### config.mk
export PLATFORM = sky130hd
export DESIGN_NAME = periph_top
export DESIGN_NICKNAME = d
export VERILOG_FILES = /design/src/periph_pkg.sv /design/src/periph_top.sv /design/src/irq_ctrl.sv /design/src/hwrng.sv /design/src/gpio_regs.sv /design/src/periph_decode.sv
export VERILOG_INCLUDE_DIRS = /design/src /design/src/src
export SDC_FILE = /design/constraint.sdc
export NUM_CORES = 1
export LEC_CHECK = 0
export ABC_AREA = 1
export BUFFER_PORTS_ARGS = -buffer_cell sky130_fd_sc_hd__buf_4
export CORE_MARGIN = 4
export CORE_UTILIZATION = 43
export DETAILED_ROUTE_END_ITERATION = 8
export PLACE_DENSITY = 0.69
export SKIP_LAST_GASP = 1
export SLEW_MARGIN = 20
export SYNTH_ARGS = -nofsm -noshare
export SYNTH_HDL_FRONTEND = slang
export SYNTH_SLANG_ARGS = --single-unit
### constraint.sdc
create_clock -name clk_i -period 8.1 [get_ports clk_i]
set_input_delay 1.62 -clock clk_i [delete_from_list [all_inputs] [get_ports clk_i]]
set_output_delay 1.62 -clock clk_i [all_outputs]
set_load 0.1 [all_outputs]
### src/periph_config.svh
/*
 * Global sizes and constants for the peripheral block:
 * bus widths, RNG FIFO sizing, LFSR seed, filler word
 * and interrupt source/target counts
 */
`ifndef PERIPH_CONFIG_SVH
`define PERIPH_CONFIG_SVH

// Bus
`define PERIPH_DATA_W   32
`define PERIPH_ADDR_W   8

// Random number FIFO
`define RNG_FIFO_DEPTH  16
`define RNG_CNT_W       9              // Level and pop counters
`define RNG_SEED        32'h1ACE_B00C  // Must be nonzero

// Answer for absent slots
`define ERR_DATA        32'hDEAD_BEEF

// Interrupt controller
`define NUM_IRQ_TARGETS 2
`define NUM_IRQ_SOURCES 2

`endif
### src/periph_pkg.sv
/*
 * Shared types for the peripheral block:
 * slot enum decoded from the address, data word type
 */
`include "periph_config.svh"

package periph_pkg;

    // Slot chosen by address bits 6:5
    typedef enum logic [1:0] {
        SLOT_GPIO = 2'd0,
        SLOT_RNG  = 2'd1,
        SLOT_IRQ  = 2'd2,
        SLOT_NONE = 2'd3   // Not populated, answers with error
    } periph_slot_e;

    typedef logic [`PERIPH_DATA_W-1:0] word_t;

endpackage

### src/periph_top.sv
/*
 * Peripheral block top level: request decoder, GPIO,
 * random number source and interrupt controller
 */
`timescale 1ns/1ps
`include "periph_config.svh"

module periph_top
    import periph_pkg::*;
(
    input  logic                        clk_i,
    input  logic                        reset_i,
    // Request port
    input  logic                        req_i,
    input  logic                        we_i,
    input  logic [`PERIPH_ADDR_W-1:0]   addr_i,
    input  logic [`PERIPH_DATA_W/8-1:0] be_i,
    input  word_t                       wdata_i,
    output word_t                       rdata_o,
    output logic                        err_o,
    output logic                        rvalid_o,
    // Board I/O
    input  logic [7:0]                  dip_switches_i,
    output logic [7:0]                  leds_o,
    output logic [`NUM_IRQ_TARGETS-1:0] irq_o
);

    // --------------------
    // Internal bus
    // --------------------
    logic                        gpio_sel;
    logic                        rng_sel;
    logic                        irq_sel;
    logic                        bus_we;
    logic                        bus_word;
    logic [`PERIPH_DATA_W/8-1:0] bus_be;
    word_t                       bus_wdata;
    word_t                       gpio_rdata;
    word_t                       rng_rdata;
    word_t                       irq_rdata;
    logic                        rng_not_empty;
    logic                        dip_change;

    periph_decode u_decode (
        .clk_i        (clk_i),
        .reset_i      (reset_i),
        .req_i        (req_i),
        .we_i         (we_i),
        .addr_i       (addr_i),
        .be_i         (be_i),
        .wdata_i      (wdata_i),
        .gpio_rdata_i (gpio_rdata),
        .rng_rdata_i  (rng_rdata),
        .irq_rdata_i  (irq_rdata),
        .gpio_sel_o   (gpio_sel),
        .rng_sel_o    (rng_sel),
        .irq_sel_o    (irq_sel),
        .we_o         (bus_we),
        .word_o       (bus_word),
        .be_o         (bus_be),
        .wdata_o      (bus_wdata),
        .rdata_o      (rdata_o),
        .err_o        (err_o),
        .rvalid_o     (rvalid_o)
    );

    gpio_regs u_gpio (
        .clk_i          (clk_i),
        .reset_i        (reset_i),
        .sel_i          (gpio_sel),
        .we_i           (bus_we),
        .be_i           (bus_be),
        .wdata_i        (bus_wdata),
        .dip_switches_i (dip_switches_i),
        .rdata_o        (gpio_rdata),
        .leds_o         (leds_o),
        .dip_change_o   (dip_change)
    );

    hwrng u_rng (
        .clk_i       (clk_i),
        .reset_i     (reset_i),
        .sel_i       (rng_sel),
        .we_i        (bus_we),
        .word_i      (bus_word),
        .wdata_i     (bus_wdata),
        .rdata_o     (rng_rdata),
        .not_empty_o (rng_not_empty)
    );

    irq_ctrl u_irq (
        .clk_i        (clk_i),
        .reset_i      (reset_i),
        .sel_i        (irq_sel),
        .we_i         (bus_we),
        .word_i       (bus_word),
        .wdata_i      (bus_wdata),
        .rng_irq_i    (rng_not_empty),   // Source 0
        .dip_change_i (dip_change),      // Source 1
        .rdata_o      (irq_rdata),
        .irq_o        (irq_o)
    );

endmodule

### src/irq_ctrl.sv
/*
 * Interrupt controller: enable register, pending vector
 * and registered per-target interrupt outputs
 */
`timescale 1ns/1ps
`include "periph_config.svh"

module irq_ctrl
    import periph_pkg::*;
(
    input  logic                        clk_i,
    input  logic                        reset_i,
    input  logic                        sel_i,
    input  logic                        we_i,
    input  logic                        word_i,
    input  word_t                       wdata_i,
    input  logic                        rng_irq_i,
    input  logic                        dip_change_i,
    output word_t                       rdata_o,
    output logic [`NUM_IRQ_TARGETS-1:0] irq_o
);

    localparam int NSRC = `NUM_IRQ_SOURCES;
    localparam int EN_W = `NUM_IRQ_TARGETS * `NUM_IRQ_SOURCES;

    logic [EN_W-1:0] enable;     // One group of NSRC bits per target
    logic [NSRC-1:0] pending;
    logic            dip_pend;

    assign pending = {dip_pend, rng_irq_i};   // Source 0 is a level

    // --------------------
    // Registers
    // --------------------
    always_ff @(posedge clk_i) begin
        if (reset_i) begin
            enable   <= '0;
            dip_pend <= 1'b0;
        end else begin
            if (sel_i && we_i && !word_i) begin
                enable <= wdata_i[EN_W-1:0];
            end
            // New change wins over a clear in the same cycle
            if (dip_change_i) begin
                dip_pend <= 1'b1;
            end else if (sel_i && we_i && word_i && wdata_i[1]) begin
                dip_pend <= 1'b0;
            end
        end
    end

    // Per-target outputs
    always_ff @(posedge clk_i) begin
        if (reset_i) begin
            irq_o <= '0;
        end else begin
            for (int t = 0; t < `NUM_IRQ_TARGETS; t++) begin
                irq_o[t] <= |(pending & enable[t*NSRC +: NSRC]);
            end
        end
    end

    always_comb begin
        rdata_o = '0;
        if (word_i) begin
            rdata_o[NSRC-1:0] = pending;
        end else begin
            rdata_o[EN_W-1:0] = enable;
        end
    end

endmodule

### src/hwrng.sv
/*
 * Hardware random number slot: 32-bit LFSR generator,
 * 16-entry FIFO with level and pop counters, run control,
 * sticky read error and status word
 */
`timescale 1ns/1ps
`include "periph_config.svh"

module hwrng
    import periph_pkg::*;
(
    input  logic  clk_i,
    input  logic  reset_i,
    input  logic  sel_i,
    input  logic  we_i,
    input  logic  word_i,
    input  word_t wdata_i,
    output word_t rdata_o,
    output logic  not_empty_o
);

    localparam int PTR_W = $clog2(`RNG_FIFO_DEPTH);

    word_t                 lfsr_q;
    word_t                 fifo_mem [`RNG_FIFO_DEPTH];
    logic [PTR_W-1:0]      wr_ptr;
    logic [PTR_W-1:0]      rd_ptr;
    logic [`RNG_CNT_W-1:0] level;
    logic [`RNG_CNT_W-1:0] pop_cnt;
    logic                  run;
    logic                  rd_err;
    logic                  full;
    logic                  empty;
    logic                  push;
    logic                  pop_req;
    logic                  pop;
    logic                  ctrl_wr;
    word_t                 status;

    assign full  = (level == `RNG_CNT_W'(`RNG_FIFO_DEPTH));
    assign empty = (level == '0);

    assign push    = run && !full;                  // Full FIFO pauses the generator
    assign pop_req = sel_i && we_i && !word_i;      // Any data pops
    assign pop     = pop_req && !empty;
    assign ctrl_wr = sel_i && we_i && word_i;

    // --------------------
    // Generator
    // --------------------
    always_ff @(posedge clk_i) begin
        if (reset_i) begin
            lfsr_q <= `RNG_SEED;
        end else if (push) begin
            // Taps 31, 21, 1, 0
            lfsr_q <= {lfsr_q[30:0], lfsr_q[31] ^ lfsr_q[21] ^ lfsr_q[1] ^ lfsr_q[0]};
        end
    end

    // --------------------
    // FIFO
    // --------------------
    always_ff @(posedge clk_i) begin
        if (push) begin
            fifo_mem[wr_ptr] <= lfsr_q;
        end
    end

    always_ff @(posedge clk_i) begin
        if (reset_i) begin
            wr_ptr  <= '0;
            rd_ptr  <= '0;
            level   <= '0;
            pop_cnt <= '0;
        end else begin
            if (push) begin
                wr_ptr <= wr_ptr + 1'b1;   // Wraps at depth
            end
            if (pop) begin
                rd_ptr  <= rd_ptr + 1'b1;
                pop_cnt <= pop_cnt + 1'b1; // Modulo 512
            end
            case ({push, pop})
                2'b10:   level <= level + 1'b1;
                2'b01:   level <= level - 1'b1;
                default: level <= level;   // Both or neither
            endcase
        end
    end

    // Run control and read error
    always_ff @(posedge clk_i) begin
        if (reset_i) begin
            run    <= 1'b0;
            rd_err <= 1'b0;
        end else begin
            if (ctrl_wr) begin
                run <= wdata_i[0];
            end
            if (pop_req && empty) begin
                rd_err <= 1'b1;            // Sticky
            end else if (ctrl_wr && wdata_i[1]) begin
                rd_err <= 1'b0;
            end
        end
    end

    // --------------------
    // Read side
    // --------------------
    assign status = {full, empty, rd_err, 1'b0,
                     3'b000, pop_cnt,
                     3'b000, run,
                     3'b000, level};

    always_comb begin
        if (word_i) begin
            rdata_o = status;
        end else if (empty) begin
            rdata_o = '0;
        end else begin
            rdata_o = fifo_mem[rd_ptr];    // Head of FIFO
        end
    end

    assign not_empty_o = !empty;

endmodule

### src/gpio_regs.sv
/*
 * GPIO slot: LED register written under byte enable 0,
 * DIP switch sampling with change detect
 */
`timescale 1ns/1ps
`include "periph_config.svh"

module gpio_regs
    import periph_pkg::*;
(
    input  logic                        clk_i,
    input  logic                        reset_i,
    input  logic                        sel_i,
    input  logic                        we_i,
    input  logic [`PERIPH_DATA_W/8-1:0] be_i,
    input  word_t                       wdata_i,
    input  logic [7:0]                  dip_switches_i,
    output word_t                       rdata_o,
    output logic [7:0]                  leds_o,
    output logic                        dip_change_o
);

    logic [7:0] dip_q;
    logic       dip_seen;   // First sample taken

    // --------------------
    // LEDs
    // --------------------
    always_ff @(posedge clk_i) begin
        if (reset_i) begin
            leds_o <= 8'h00;
        end else if (sel_i && we_i && be_i[0]) begin
            leds_o <= wdata_i[7:0];
        end
    end

    // --------------------
    // DIP switches
    // --------------------
    always_ff @(posedge clk_i) begin
        dip_q <= dip_switches_i;   // Sampled every cycle
    end

    always_ff @(posedge clk_i) begin
        if (reset_i) begin
            dip_seen     <= 1'b0;
            dip_change_o <= 1'b0;
        end else begin
            dip_seen     <= 1'b1;
            // Previous sample is stale until the first one lands
            dip_change_o <= dip_seen && (dip_switches_i != dip_q);
        end
    end

    assign rdata_o = {{(`PERIPH_DATA_W-8){1'b0}}, dip_q};

endmodule

### src/periph_decode.sv
/*
 * Request decoder: slot select strobes, shared write bus,
 * read data mux and one-cycle registered response
 */
`timescale 1ns/1ps
`include "periph_config.svh"

module periph_decode
    import periph_pkg::*;
(
    input  logic                       clk_i,
    input  logic                       reset_i,
    // Request port
    input  logic                       req_i,
    input  logic                       we_i,
    input  logic [`PERIPH_ADDR_W-1:0]  addr_i,
    input  logic [`PERIPH_DATA_W/8-1:0] be_i,
    input  word_t                      wdata_i,
    // Peripheral read data
    input  word_t                      gpio_rdata_i,
    input  word_t                      rng_rdata_i,
    input  word_t                      irq_rdata_i,
    // To peripherals
    output logic                       gpio_sel_o,
    output logic                       rng_sel_o,
    output logic                       irq_sel_o,
    output logic                       we_o,
    output logic                       word_o,
    output logic [`PERIPH_DATA_W/8-1:0] be_o,
    output word_t                      wdata_o,
    // Response
    output word_t                      rdata_o,
    output logic                       err_o,
    output logic                       rvalid_o
);

    periph_slot_e slot;
    word_t        rsp_data;

    assign slot = periph_slot_e'(addr_i[6:5]);

    // One strobe per populated slot, only during a request
    assign gpio_sel_o = req_i && (slot == SLOT_GPIO);
    assign rng_sel_o  = req_i && (slot == SLOT_RNG);
    assign irq_sel_o  = req_i && (slot == SLOT_IRQ);

    // Shared write side
    assign we_o    = we_i;
    assign word_o  = addr_i[2];   // Word within slot
    assign be_o    = be_i;
    assign wdata_o = wdata_i;

    always_comb begin
        case (slot)
            SLOT_GPIO: rsp_data = gpio_rdata_i;
            SLOT_RNG:  rsp_data = rng_rdata_i;
            SLOT_IRQ:  rsp_data = irq_rdata_i;
            default:   rsp_data = `ERR_DATA;
        endcase
    end

    // --------------------
    // Response register
    // --------------------
    always_ff @(posedge clk_i) begin
        if (reset_i) begin
            rvalid_o <= 1'b0;
            err_o    <= 1'b0;
            rdata_o  <= '0;
        end else begin
            rvalid_o <= req_i;   // Writes answer too
            if (req_i) begin
                rdata_o <= rsp_data;
                err_o   <= (slot == SLOT_NONE);
            end
        end
    end

endmodule

==> impl_metrics.py, run 1 <==
metrics = {
    "outcome": {
        "status": "finished, final reports clean",
    },
    "route": {
        "wl_met1_mm": 25.4,
        "ant_nets": 0,
        "wire_per_inst_um": 20.7,
        "first_iter_violations": 1676,
        "finalWirelength_mm": 62.1,
        "dr.pass1.iters": 5,
        "wl_met3_mm": 4.02,
        "via_per_inst": 5.65,
        "remaining_drc_errors": 0,
        "wl_met2_mm": 30.4,
        "dr.max_layer_used": "met4",
        "vias": 16900,
    },
    "setup_path": {
        "r2r_slack_ns": 4.67,
        "path_common_cell": "nor2_1",
        "slowest_delay_ns": 0.57,
        "r2r_end": "u_decode.rdata_o[0]$_SDFFE_PP0P_",
        "end_kind": "flop",
        "startpoint": "req_i",
        "worst_ep_arrival_time_ns": 4.58,
        "r2r_cells": 10,
        "worstSetupPathType": "primary input to flop",
        "crit_chain": "buf_4 -> inv_2 -> nor2_8 -> nand3_4 -> nor2_8 -> ha_1 -> nor2_1 -> nor2_1 -> inv_1 -> nor3_1 -> nand2_1 -> nand2_2 -> nand2_1 -> nand3_1 -> nand2_1 -> nor2_1 -> nor2_1",
        "critPathLaunchType": "primary input",
        "cp_slowest_cell": "ha_1",
        "critical_path.max_fanout": 27,
        "required_ns": 8.62,
    },
    "clock_tree": {
        "clockBufferDepth": 3,
        "cts_made_buffers": 59,
        "cts_resized": 0,
        "cts_max_level": 2,
        "cts_setup_buffers": 0,
        "clk_latency_ns": 0.62,
        "clk_pin_slew_ns": 0.06,
        "cts-root-buf": "clkbuf_16",
        "cts_sinks": 635,
        "cts_hold_buf": 0,
        "cts_tree": "built",
    },
    "logic_synthesis": {
        "synth_cells": 2161,
        "ys_ff_latch": 635,
        "ys_seq_area_share_pct": 70.5,
        "async_flop_share_pct": 0,
        "synth_edf_count": 512,
        "synth_flop_cell": "edfxtp_1",
        "yosys-top-cells-area": "edfxtp_1 61%, dfxtp_1 9.7%, o21ai_0 6.3%",
        "yosys_warnings": 0,
        "synth.avg_cell_area_um2": 11.7,
        "yosysTopAreaCell": "edfxtp_1",
        "syn-num-nets": 2225,
        "yosysTopAreaCellShare_pct": 60.8,
        "synth_area_um2": 25300,
        "synth.distinct_cells": 50,
    },
    "floorplan": {
        "rows": 88,
        "initial_core_util_pct": 43.7,
        "die_y_um": 251,
        "dieArea_um2": 62800,
        "die_width_um": 251,
        "coreArea_um2": 57900,
        "ios": 100,
    },
    "hold_path": {
        "min_path_cells": 2,
        "hold_end": "u_gpio.dip_change_o$_SDFF_PP0_",
        "min_path_type": "flop to flop",
        "hold_path_startpoint": "u_gpio.dip_seen$_DFF_P_",
    },
    "power_and_ir_drop": {
        "power_density_nw_per_um2": 231,
        "total_power_mw": 6.57,
        "p_leak_nw": 9.62,
        "peakVddDrop_v": 0.000210,
    },
    "finish": {
        "nets": 2243,
        "final_cell_area_um2": 28400,
        "fillers": 5004,
        "area_delta_synth_final_pct": 12.4,
        "n_antenna_cell": 0,
        "drive_above_1_share_pct": 11.5,
    },
    "place": {
        "gp_congestion": 0.810,
        "hpwl_mm": 33.4,
        "placed_cell_area_um2": 26500,
        "portBuffers": 67,
    },
    "sta": {
        "worstMarginPinSlew_ns": 0.951,
        "finalHoldViolations": 0,
        "whs_ns": 0.436,
        "fin_skew_ns": 0.0146,
        "slew_headroom_pct": 36.6,
        "timing.final.crit_share_pct": 50.2,
        "rsz0062_at_grt": "no",
        "slew_viol_final": 0,
        "fmaxAchievable_mhz": 246,
        "tns_ns": 0,
        "setup_viol": 0,
        "timing.final.crit_period_ns": 4.07,
    },
    "grt": {
        "grtUsageTotal_pct": 19.2,
        "antenna_found_initial": 0,
        "grt_max_degree": 113,
        "first_global_vias": 16600,
        "grt_pass1_wl_mm": 95.0,
        "grt.overflow.total": 0,
    },
    "run": {
        "cap_violations": 0,
    },
}
## cells by family (layout without fill, tap and decap cells)
kind of cell	after synthesis	count (layout)	synth area share (%)
xor+xnor	12	12	0.415
flops	635	635	70.5
fa+ha+maj	8	8	0.396
simple gates	701	701	11.7
compound gates	584	584	13.3
buf+inv	221	290	3.67
## cells in the mapped netlist (5+ instances only)
| cell type | number |
|---|---|
| edfxtp_1 | 512 |
| nor2_1 | 337 |
| o21ai_0 | 320 |
| nand2_1 | 230 |
| dfxtp_1 | 123 |
| a21oi_1 | 94 |
| clkbuf_1 | 82 |
| nand3_1 | 81 |
| inv_1 | 76 |
| o221ai_1 | 56 |
| o22ai_1 | 43 |
| buf_2 | 41 |
| o211ai_1 | 30 |
| or2_2 | 18 |
| a31oi_1 | 11 |
| buf_1 | 8 |
| ha_1 | 8 |
| nor3_1 | 8 |
| o21ai_1 | 8 |
| xor2_1 | 8 |
| buf_4 | 6 |
| a32oi_1 | 5 |
| inv_2 | 5 |
| nor2_2 | 5 |
## routing by layer
layer	global-route usage (%)	up-vias
met5	0	-
met4	7.93	0
met3	2.55	120
met2	32.5	620
met1	25.1	8328
li1	-	7841
## cell usage in the layout, fill, tap and decap left out, drive strengths merged, types with 9 or more instances in the layout
cell type  instances
a21oi             95
o22ai             43
o221ai            56
or2               18
buf               97
clkbuf            81
clkinv            19
nor3               9
edfxtp           512
o21ai            328
nand2            235
a31oi             11
nand3             86
o211ai            31
nor2             345
inv               82
dfxtp            123
## per-stage QoR
stage / instances / worst slack (ns) / util, %
final: 2995 / 4.03 / 49.1
after global routing: 2995 / 3.72 / 49.1
after CTS: 2995 / 4.06 / 49.1
after detailed placement: 2883 / 3.41 / 45.7
after floorplan: 2161 / 4.39 / -
after global placement: 2883 / 3.41 / 45.7
## worst max-delay path by stage
| stage | to | depth (start not counted) |
|---|---|---|
| after floorplan | u_rng.level[8]$_SDFFE_PP0P_ | 19 |
| after global placement | u_rng.level[8]$_SDFFE_PP0P_ | 17 |
| after detailed placement | u_rng.level[8]$_SDFFE_PP0P_ | 17 |
| after CTS | u_rng.level[8]$_SDFFE_PP0P_ | 17 |
| after global routing | u_rng.level[8]$_SDFFE_PP0P_ | 17 |
| final | u_rng.level[8]$_SDFFE_PP0P_ | 17 |
## sequential cells by signal, summed over array words and instances (netlist names), 2 cells and up, named ones only
| signal | flops |
|---|---|
| u_irq.irq_o | 2 |
| u_rng.pop_cnt | 9 |
| u_decode.rdata_o | 32 |
| u_rng.fifo_mem | 512 |
| u_gpio.leds_o | 8 |
| u_gpio.dip_q | 8 |
| u_rng.wr_ptr | 4 |
| u_rng.level | 9 |
| u_rng.rd_ptr | 4 |
| u_irq.enable | 4 |
| u_rng.lfsr_q | 32 |
## power by group
group / internal, mW / switching (mW)
registers: 3.52 / 0.0350
logic: 0.0639 / 0.187
clock network: 1.58 / 1.19
## critical path, delay by kind of cell
family / cells / cell delay, ns
AND/OR/NAND/NOR: 13 / 1.82
buffers and inverters: 3 / 0.57
adder cells (fa/ha/maj): 1 / 0.57
## cell type report
class                      count  area [um2]  share of cell area, %
tap                          765         957                   3.37
sequential                   635       17800                   62.8
clock buffer                  81        1640                   5.77
inverter                      81         309                   1.09
timing repair buffer          97         728                   2.56
multi-input combinational   1305        6650                   23.4
clock inverter                31         302                   1.06
Power figures use the tool's default switching activity.
==> run 2, diff against run 1 <==
--- a/config.mk
+++ b/config.mk
@@ -11,7 +11,7 @@
 export CORE_MARGIN = 4
 export CORE_UTILIZATION = 43
 export DETAILED_ROUTE_END_ITERATION = 8
-export PLACE_DENSITY = 0.69
+export PLACE_DENSITY = 0.71
 export SKIP_LAST_GASP = 1
 export SLEW_MARGIN = 20
 export SYNTH_ARGS = -nofsm -noshare
==> constraint.sdc (replaced) <==
create_clock -name clk_i -period 3.3 [get_ports clk_i]
set_input_delay 0.66 -clock clk_i [delete_from_list [all_inputs] [get_ports clk_i]]
set_output_delay 0.66 -clock clk_i [all_outputs]
set_load 0.1 [all_outputs]
==> impl_metrics.py, run 2 (synthesized netlist as in run 1, its figures left out) <==
metrics = {
    "place": {
        "gp_congestion": 0.808,
        "place_inst": 2902,
        "portBuffers": 67,
        "placed_cell_area_um2": 26800,
        "hpwl_mm": 34.5,
    },
    "sta": {
        "tns_ns": 0,
        "slew_headroom_pct": 33.3,
        "finalHoldViolations": 0,
        "slew_viol_final": 0,
        "worstMarginPinSlew_ns": 0.998,
        "fin_skew_ns": 0.0229,
        "timing.final.crit_period_ns": 2.82,
        "fmaxAchievable_mhz": 355,
        "timing.final.crit_share_pct": 85.3,
        "setup_viol": 0,
        "rsz0062_at_grt": "no",
    },
    "clock_tree": {
        "clockBufferDepth": 3,
        "clk_pin_slew_ns": 0.06,
        "clk_latency_ns": 0.64,
        "cts_hold_buf": 0,
        "cts_max_level": 2,
        "cts_tree": "built",
        "cts_setup_buffers": 0,
        "cts-root-buf": "clkbuf_16",
        "cts_made_buffers": 59,
        "cts_sinks": 635,
        "cts_resized": 0,
    },
    "setup_path": {
        "end_kind": "flop",
        "critPathLaunchType": "flop",
        "worstSetupPathType": "flop to flop",
        "required_ns": 3.59,
        "critical_path.max_fanout": 18,
        "worst_ep_arrival_time_ns": 3.10,
    },
    "grt": {
        "grt.overflow.total": 0,
        "antenna_found_initial": 0,
        "grtUsageTotal_pct": 19.3,
        "first_global_vias": 16500,
        "grt_max_degree": 187,
        "grt_pass1_wl_mm": 95.8,
    },
    "route": {
        "finalWirelength_mm": 62.8,
        "via_per_inst": 5.68,
        "remaining_drc_errors": 0,
        "dr.pass1.iters": 6,
        "ant_nets": 0,
        "vias": 17100,
        "wire_per_inst_um": 20.8,
        "first_iter_violations": 1727,
    },
    "finish": {
        "top_register": "u_rng.fifo_mem",
        "final_cell_area_um2": 28700,
        "mostFrequentLayoutCells": "512 x edfxtp_1, 321 x nor2_1, 320 x o21ai_0, 230 x nand2_1, 119 x dfxtp_1",
        "drive_above_1_share_pct": 12.3,
        "largest_reg_flops": 512,
        "area_delta_synth_final_pct": 13.5,
        "final-seq-area_um2": 17800,
        "fillers": 4932,
        "top_regs": "u_rng.fifo_mem x512, u_decode.rdata_o x32, u_rng.lfsr_q x32",
        "instances_no_fill": 3014,
        "n_antenna_cell": 0,
        "layout_commonest_cell": "edfxtp_1",
        "nets": 2262,
        "multiInputGateArea_um2": 6650,
    },
    "power_and_ir_drop": {
        "p_leak_nw": 9.78,
        "power_density_nw_per_um2": 563,
        "peakVddDrop_v": 0.000491,
    },
    "outcome": {
        "status": "finished, final reports clean",
    },
    "floorplan": {
        "coreArea_um2": 57900,
        "dieArea_um2": 62800,
        "die_y_um": 251,
        "rows": 88,
        "initial_core_util_pct": 43.7,
        "die_width_um": 251,
        "ios": 100,
    },
    "run": {
        "cap_violations": 0,
    },
    "hold_path": {
        "min_path_type": "primary input to flop",
    },
}
## run 2: cell count changes in the layout (fill, tap and decap cells not counted), sizes merged
cell / before / now
buf: 97 / 116
clkbuf: 81 / 76
clkinv: 19 / 26
clkinvlp: 6 / 4
## run 2: final timing paths
path | startpoint | slack [ns] | to | cells after the start
hold / removal | dip_switches_i[5] | 0.15 | u_gpio.dip_q[5]$_DFF_P_ | 1
setup reg to reg | u_rng.level[5]$_SDFFE_PP0P_ | 0.48 | u_rng.fifo_mem[14][22]$_DFFE_PP_ | 7
hold reg to reg | u_gpio.dip_seen$_DFF_P_ | 0.44 | u_gpio.dip_change_o$_SDFF_PP0_ | 2
setup / recovery | u_rng.level[5]$_SDFFE_PP0P_ | 0.48 | u_rng.fifo_mem[14][22]$_DFFE_PP_ | 7
## run 2: cell type report
type / count / share of cell area, %
multi-input combinational: 1305 / 23.2
timing repair buffer: 116 / 3.47
sequential: 635 / 62.2
clock inverter: 36 / 1.13
tap: 765 / 3.33
clock buffer: 76 / 5.65
inverter: 81 / 1.08
## run 2: metal layers
metal	vias up	part of all wire [%]	track usage, %
met5	-	0	0
met4	0	4.0	8.07
met3	123	7.5	2.49
met2	722	48	31.9
met1	8404	41	26.0
li1	7874	-	-
## run 2: critical path, stage by stage, from the launching register on
cell and delay [ns]:
dfxtp_1 0.46, nor2_1 0.13, nand3_4 0.15, o21bai_4 0.08, inv_2 0.16, nand2_1 0.27
nor2_4 0.73, buf_4 0.46
## run 2: report_power, final
| group | internal (mW) | switching, mW | leakage, nW | total (mW) |
|---|---|---|---|---|
| Clock | 3.86 | 2.94 | 0.952 | 6.80 |
| Sequential | 8.64 | 0.0795 | 5.67 | 8.72 |
| Combinational | 0.167 | 0.472 | 3.16 | 0.639 |
## run 2: through the flow
stage	power, mW	setup WS (ns)	hold WS, ns	utilization (%)
floorplan	9.32	0.357	0.407	-
global placement	9.51	0.336	0.422	46.2
detailed placement	9.52	0.408	0.424	46.2
CTS	16.2	0.469	0.119	49.6
global route	16.6	0.364	0.132	49.6
finish	16.2	0.484	0.146	49.6
==> run 3, diff against run 2 <==
--- a/config.mk
+++ b/config.mk
@@ -9,11 +9,12 @@
 export ABC_AREA = 1
 export BUFFER_PORTS_ARGS = -buffer_cell sky130_fd_sc_hd__buf_4
 export CORE_MARGIN = 4
-export CORE_UTILIZATION = 43
+export CORE_UTILIZATION = 56
 export DETAILED_ROUTE_END_ITERATION = 8
-export PLACE_DENSITY = 0.71
+export PLACE_DENSITY = 0.86
 export SKIP_LAST_GASP = 1
 export SLEW_MARGIN = 20
 export SYNTH_ARGS = -nofsm -noshare
 export SYNTH_HDL_FRONTEND = slang
+export SYNTH_HIERARCHICAL = 1
 export SYNTH_SLANG_ARGS = --single-unit
==> constraint.sdc (replaced) <==
create_clock -name clk_i -period 3.3 [get_ports clk_i]
set_input_delay 0.66 -clock clk_i [delete_from_list [all_inputs] [get_ports clk_i]]
set_output_delay 0.66 -clock clk_i [all_outputs]
set_load 0.05 [all_outputs]
==> impl_metrics.py, run 3 <==
metrics = {
    "setup_path": {
        "end_kind": "flop",
        "slowest_delay_ns": 0.57,
        "worstSetupPathType": "flop to flop",
        "worst_ep_arrival_time_ns": 3.29,
        "crit_chain": "inv_6 -> buf_4 -> o21ai_0 -> o221ai_1 -> o211ai_1 -> nand2_1 -> nand2_1 -> o21ai_1 -> nand3_1 -> nand3_1 -> nand2_1 -> a21oi_1",
        "critical_path.max_fanout": 105,
        "cp_slowest_cell": "inv_6",
        "critPathLaunchType": "flop",
        "required_ns": 3.84,
        "path_common_cell": "nand2_1",
    },
    "sta": {
        "timing.final.crit_share_pct": 83.3,
        "fmaxAchievable_mhz": 364,
        "tns_ns": 0,
        "finalHoldViolations": 0,
        "worstMarginPinSlew_ns": 0.948,
        "slew_viol_final": 0,
        "rsz0062_at_grt": "no",
        "fin_ws_ns": 0.551,
        "timing.final.crit_period_ns": 2.75,
        "slew_headroom_pct": 36.7,
        "fin_skew_ns": 0.0188,
        "setup_viol": 0,
    },
    "grt": {
        "grtUsageTotal_pct": 25.9,
        "antenna_found_initial": 0,
        "grt_max_degree": 161,
        "met1_usage_pct": 32.9,
        "grt_pass1_wl_mm": 102,
        "use_met2_pct": 42.4,
        "use_met3_pct": 5.44,
        "top_usage_layer": "met2",
        "grt.overflow.total": 0,
        "first_global_vias": 18400,
    },
    "clock_tree": {
        "clockBufferDepth": 3,
        "cts_sinks": 635,
        "cts_resized": 0,
        "cts-root-buf": "clkbuf_16",
        "cts_made_buffers": 60,
        "cts_max_level": 2,
        "cts_tree": "built",
        "cts_setup_buffers": 0,
        "clk_latency_ns": 0.62,
        "cts_hold_buf": 0,
        "clk_pin_slew_ns": 0.06,
    },
    "floorplan": {
        "coreArea_um2": 46500,
        "rows": 79,
        "ios": 100,
        "initial_core_util_pct": 56.5,
        "dieArea_um2": 50400,
        "die_y_um": 224,
        "die_width_um": 224,
    },
    "logic_synthesis": {
        "synth.avg_cell_area_um2": 11.3,
        "synth_cells": 2331,
        "synth_area_um2": 26200,
        "yosys_warnings": 6,
    },
    "finish": {
        "largest_reg_flops": 512,
        "area_delta_synth_final_pct": 11.0,
        "layout_commonest_cell": "edfxtp_1",
        "n_antenna_cell": 0,
        "drive_above_1_share_pct": 10.7,
        "top_register": "u_rng/fifo_mem",
        "mostFrequentLayoutCells": "512 x edfxtp_1, 350 x o21ai_0, 343 x nor2_1, 211 x nand2_1, 119 x dfxtp_1",
        "top_regs": "u_rng/fifo_mem x512, u_decode/rdata_o x32, u_rng/lfsr_q x32",
        "nets": 2422,
    },
    "hold_path": {
        "min_path_type": "primary input to flop",
    },
    "power_and_ir_drop": {
        "peakVddDrop_v": 0.000435,
        "p_leak_nw": 10.3,
        "power_density_nw_per_um2": 556,
    },
    "place": {
        "gp_congestion": 0.851,
        "portBuffers": 67,
        "post-place-ws_ns": 0.159,
        "hpwl_mm": 36.1,
    },
    "outcome": {
        "status": "finished, final reports clean",
    },
    "route": {
        "vias": 19000,
        "dr.pass1.iters": 6,
        "first_iter_violations": 2703,
        "remaining_drc_errors": 0,
        "wire_per_inst_um": 22.5,
        "via_per_inst": 6.29,
        "finalWirelength_mm": 67.7,
        "ant_nets": 0,
    },
    "run": {
        "cap_violations": 0,
    },
}
[run 3: worst paths after layout]
kind,startpoint,to,slack (ns),cells after the start
setup / recovery,flop,u_decode/rdata_o[4]$_SDFFE_PP0P_,0.55,12
hold / removal,dip_switches_i[2],u_gpio/dip_q[2]$_DFF_P_,0.16,1
hold reg to reg,u_gpio/dip_seen$_DFF_P_,u_gpio/dip_change_o$_SDFF_PP0_,0.45,2
setup reg to reg,flop,u_decode/rdata_o[4]$_SDFFE_PP0P_,0.55,12
[run 3: area by class of cell]
class,count,area (um2)
clock buffer,89,1680
clock inverter,22,250
fill,3118,17300
inverter,119,453
multi-input combinational,1418,7110
sequential,635,17800
tap,607,759
timing repair buffer,123,1040
[run 3: worst max-delay path: cells and delay by family, from the launching register on]
kind	cells	cell delay [ns]
buf+inv	2	0.94
compound gates	5	0.68
simple gates	5	0.60
flops	1	0.40
[run 3: metrics by stage]
| stage | hold WS (ns) | power, mW | util, % | instances | area [um2] |
|---|---|---|---|---|---|
| 2_1_floorplan | 0.409 | 9.40 | - | 2381 | 26400 |
| 3_3_place_gp | 0.424 | 9.54 | 58.6 | 2902 | 27200 |
| 3_5_place_dp | 0.441 | 9.57 | 58.6 | 2902 | 27200 |
| 4_1_cts | 0.144 | 16.2 | 62.7 | 3013 | 29100 |
| 5_1_grt | 0.152 | 16.6 | 62.7 | 3013 | 29100 |
| 6_report | 0.163 | 16.2 | 62.7 | 3013 | 29100 |
[run 3: report_power, final]
| group | total [mW] | internal [mW] | switching [mW] |
|---|---|---|---|
| logic | 0.700 | 0.204 | 0.496 |
| registers | 8.73 | 8.65 | 0.0815 |
| clock network | 6.78 | 3.90 | 2.88 |
| total | 16.2 | 12.7 | 3.46 |
[run 3: per-layer routing]
| metal | share of wire, % | vias up |
|---|---|---|
| met5 | 0 | - |
| met3 | 13 | 312 |
| met2 | 47 | 1462 |
| met1 | 34 | 8899 |
| li1 | - | 8283 |
| met4 | 5.5 | 0 |
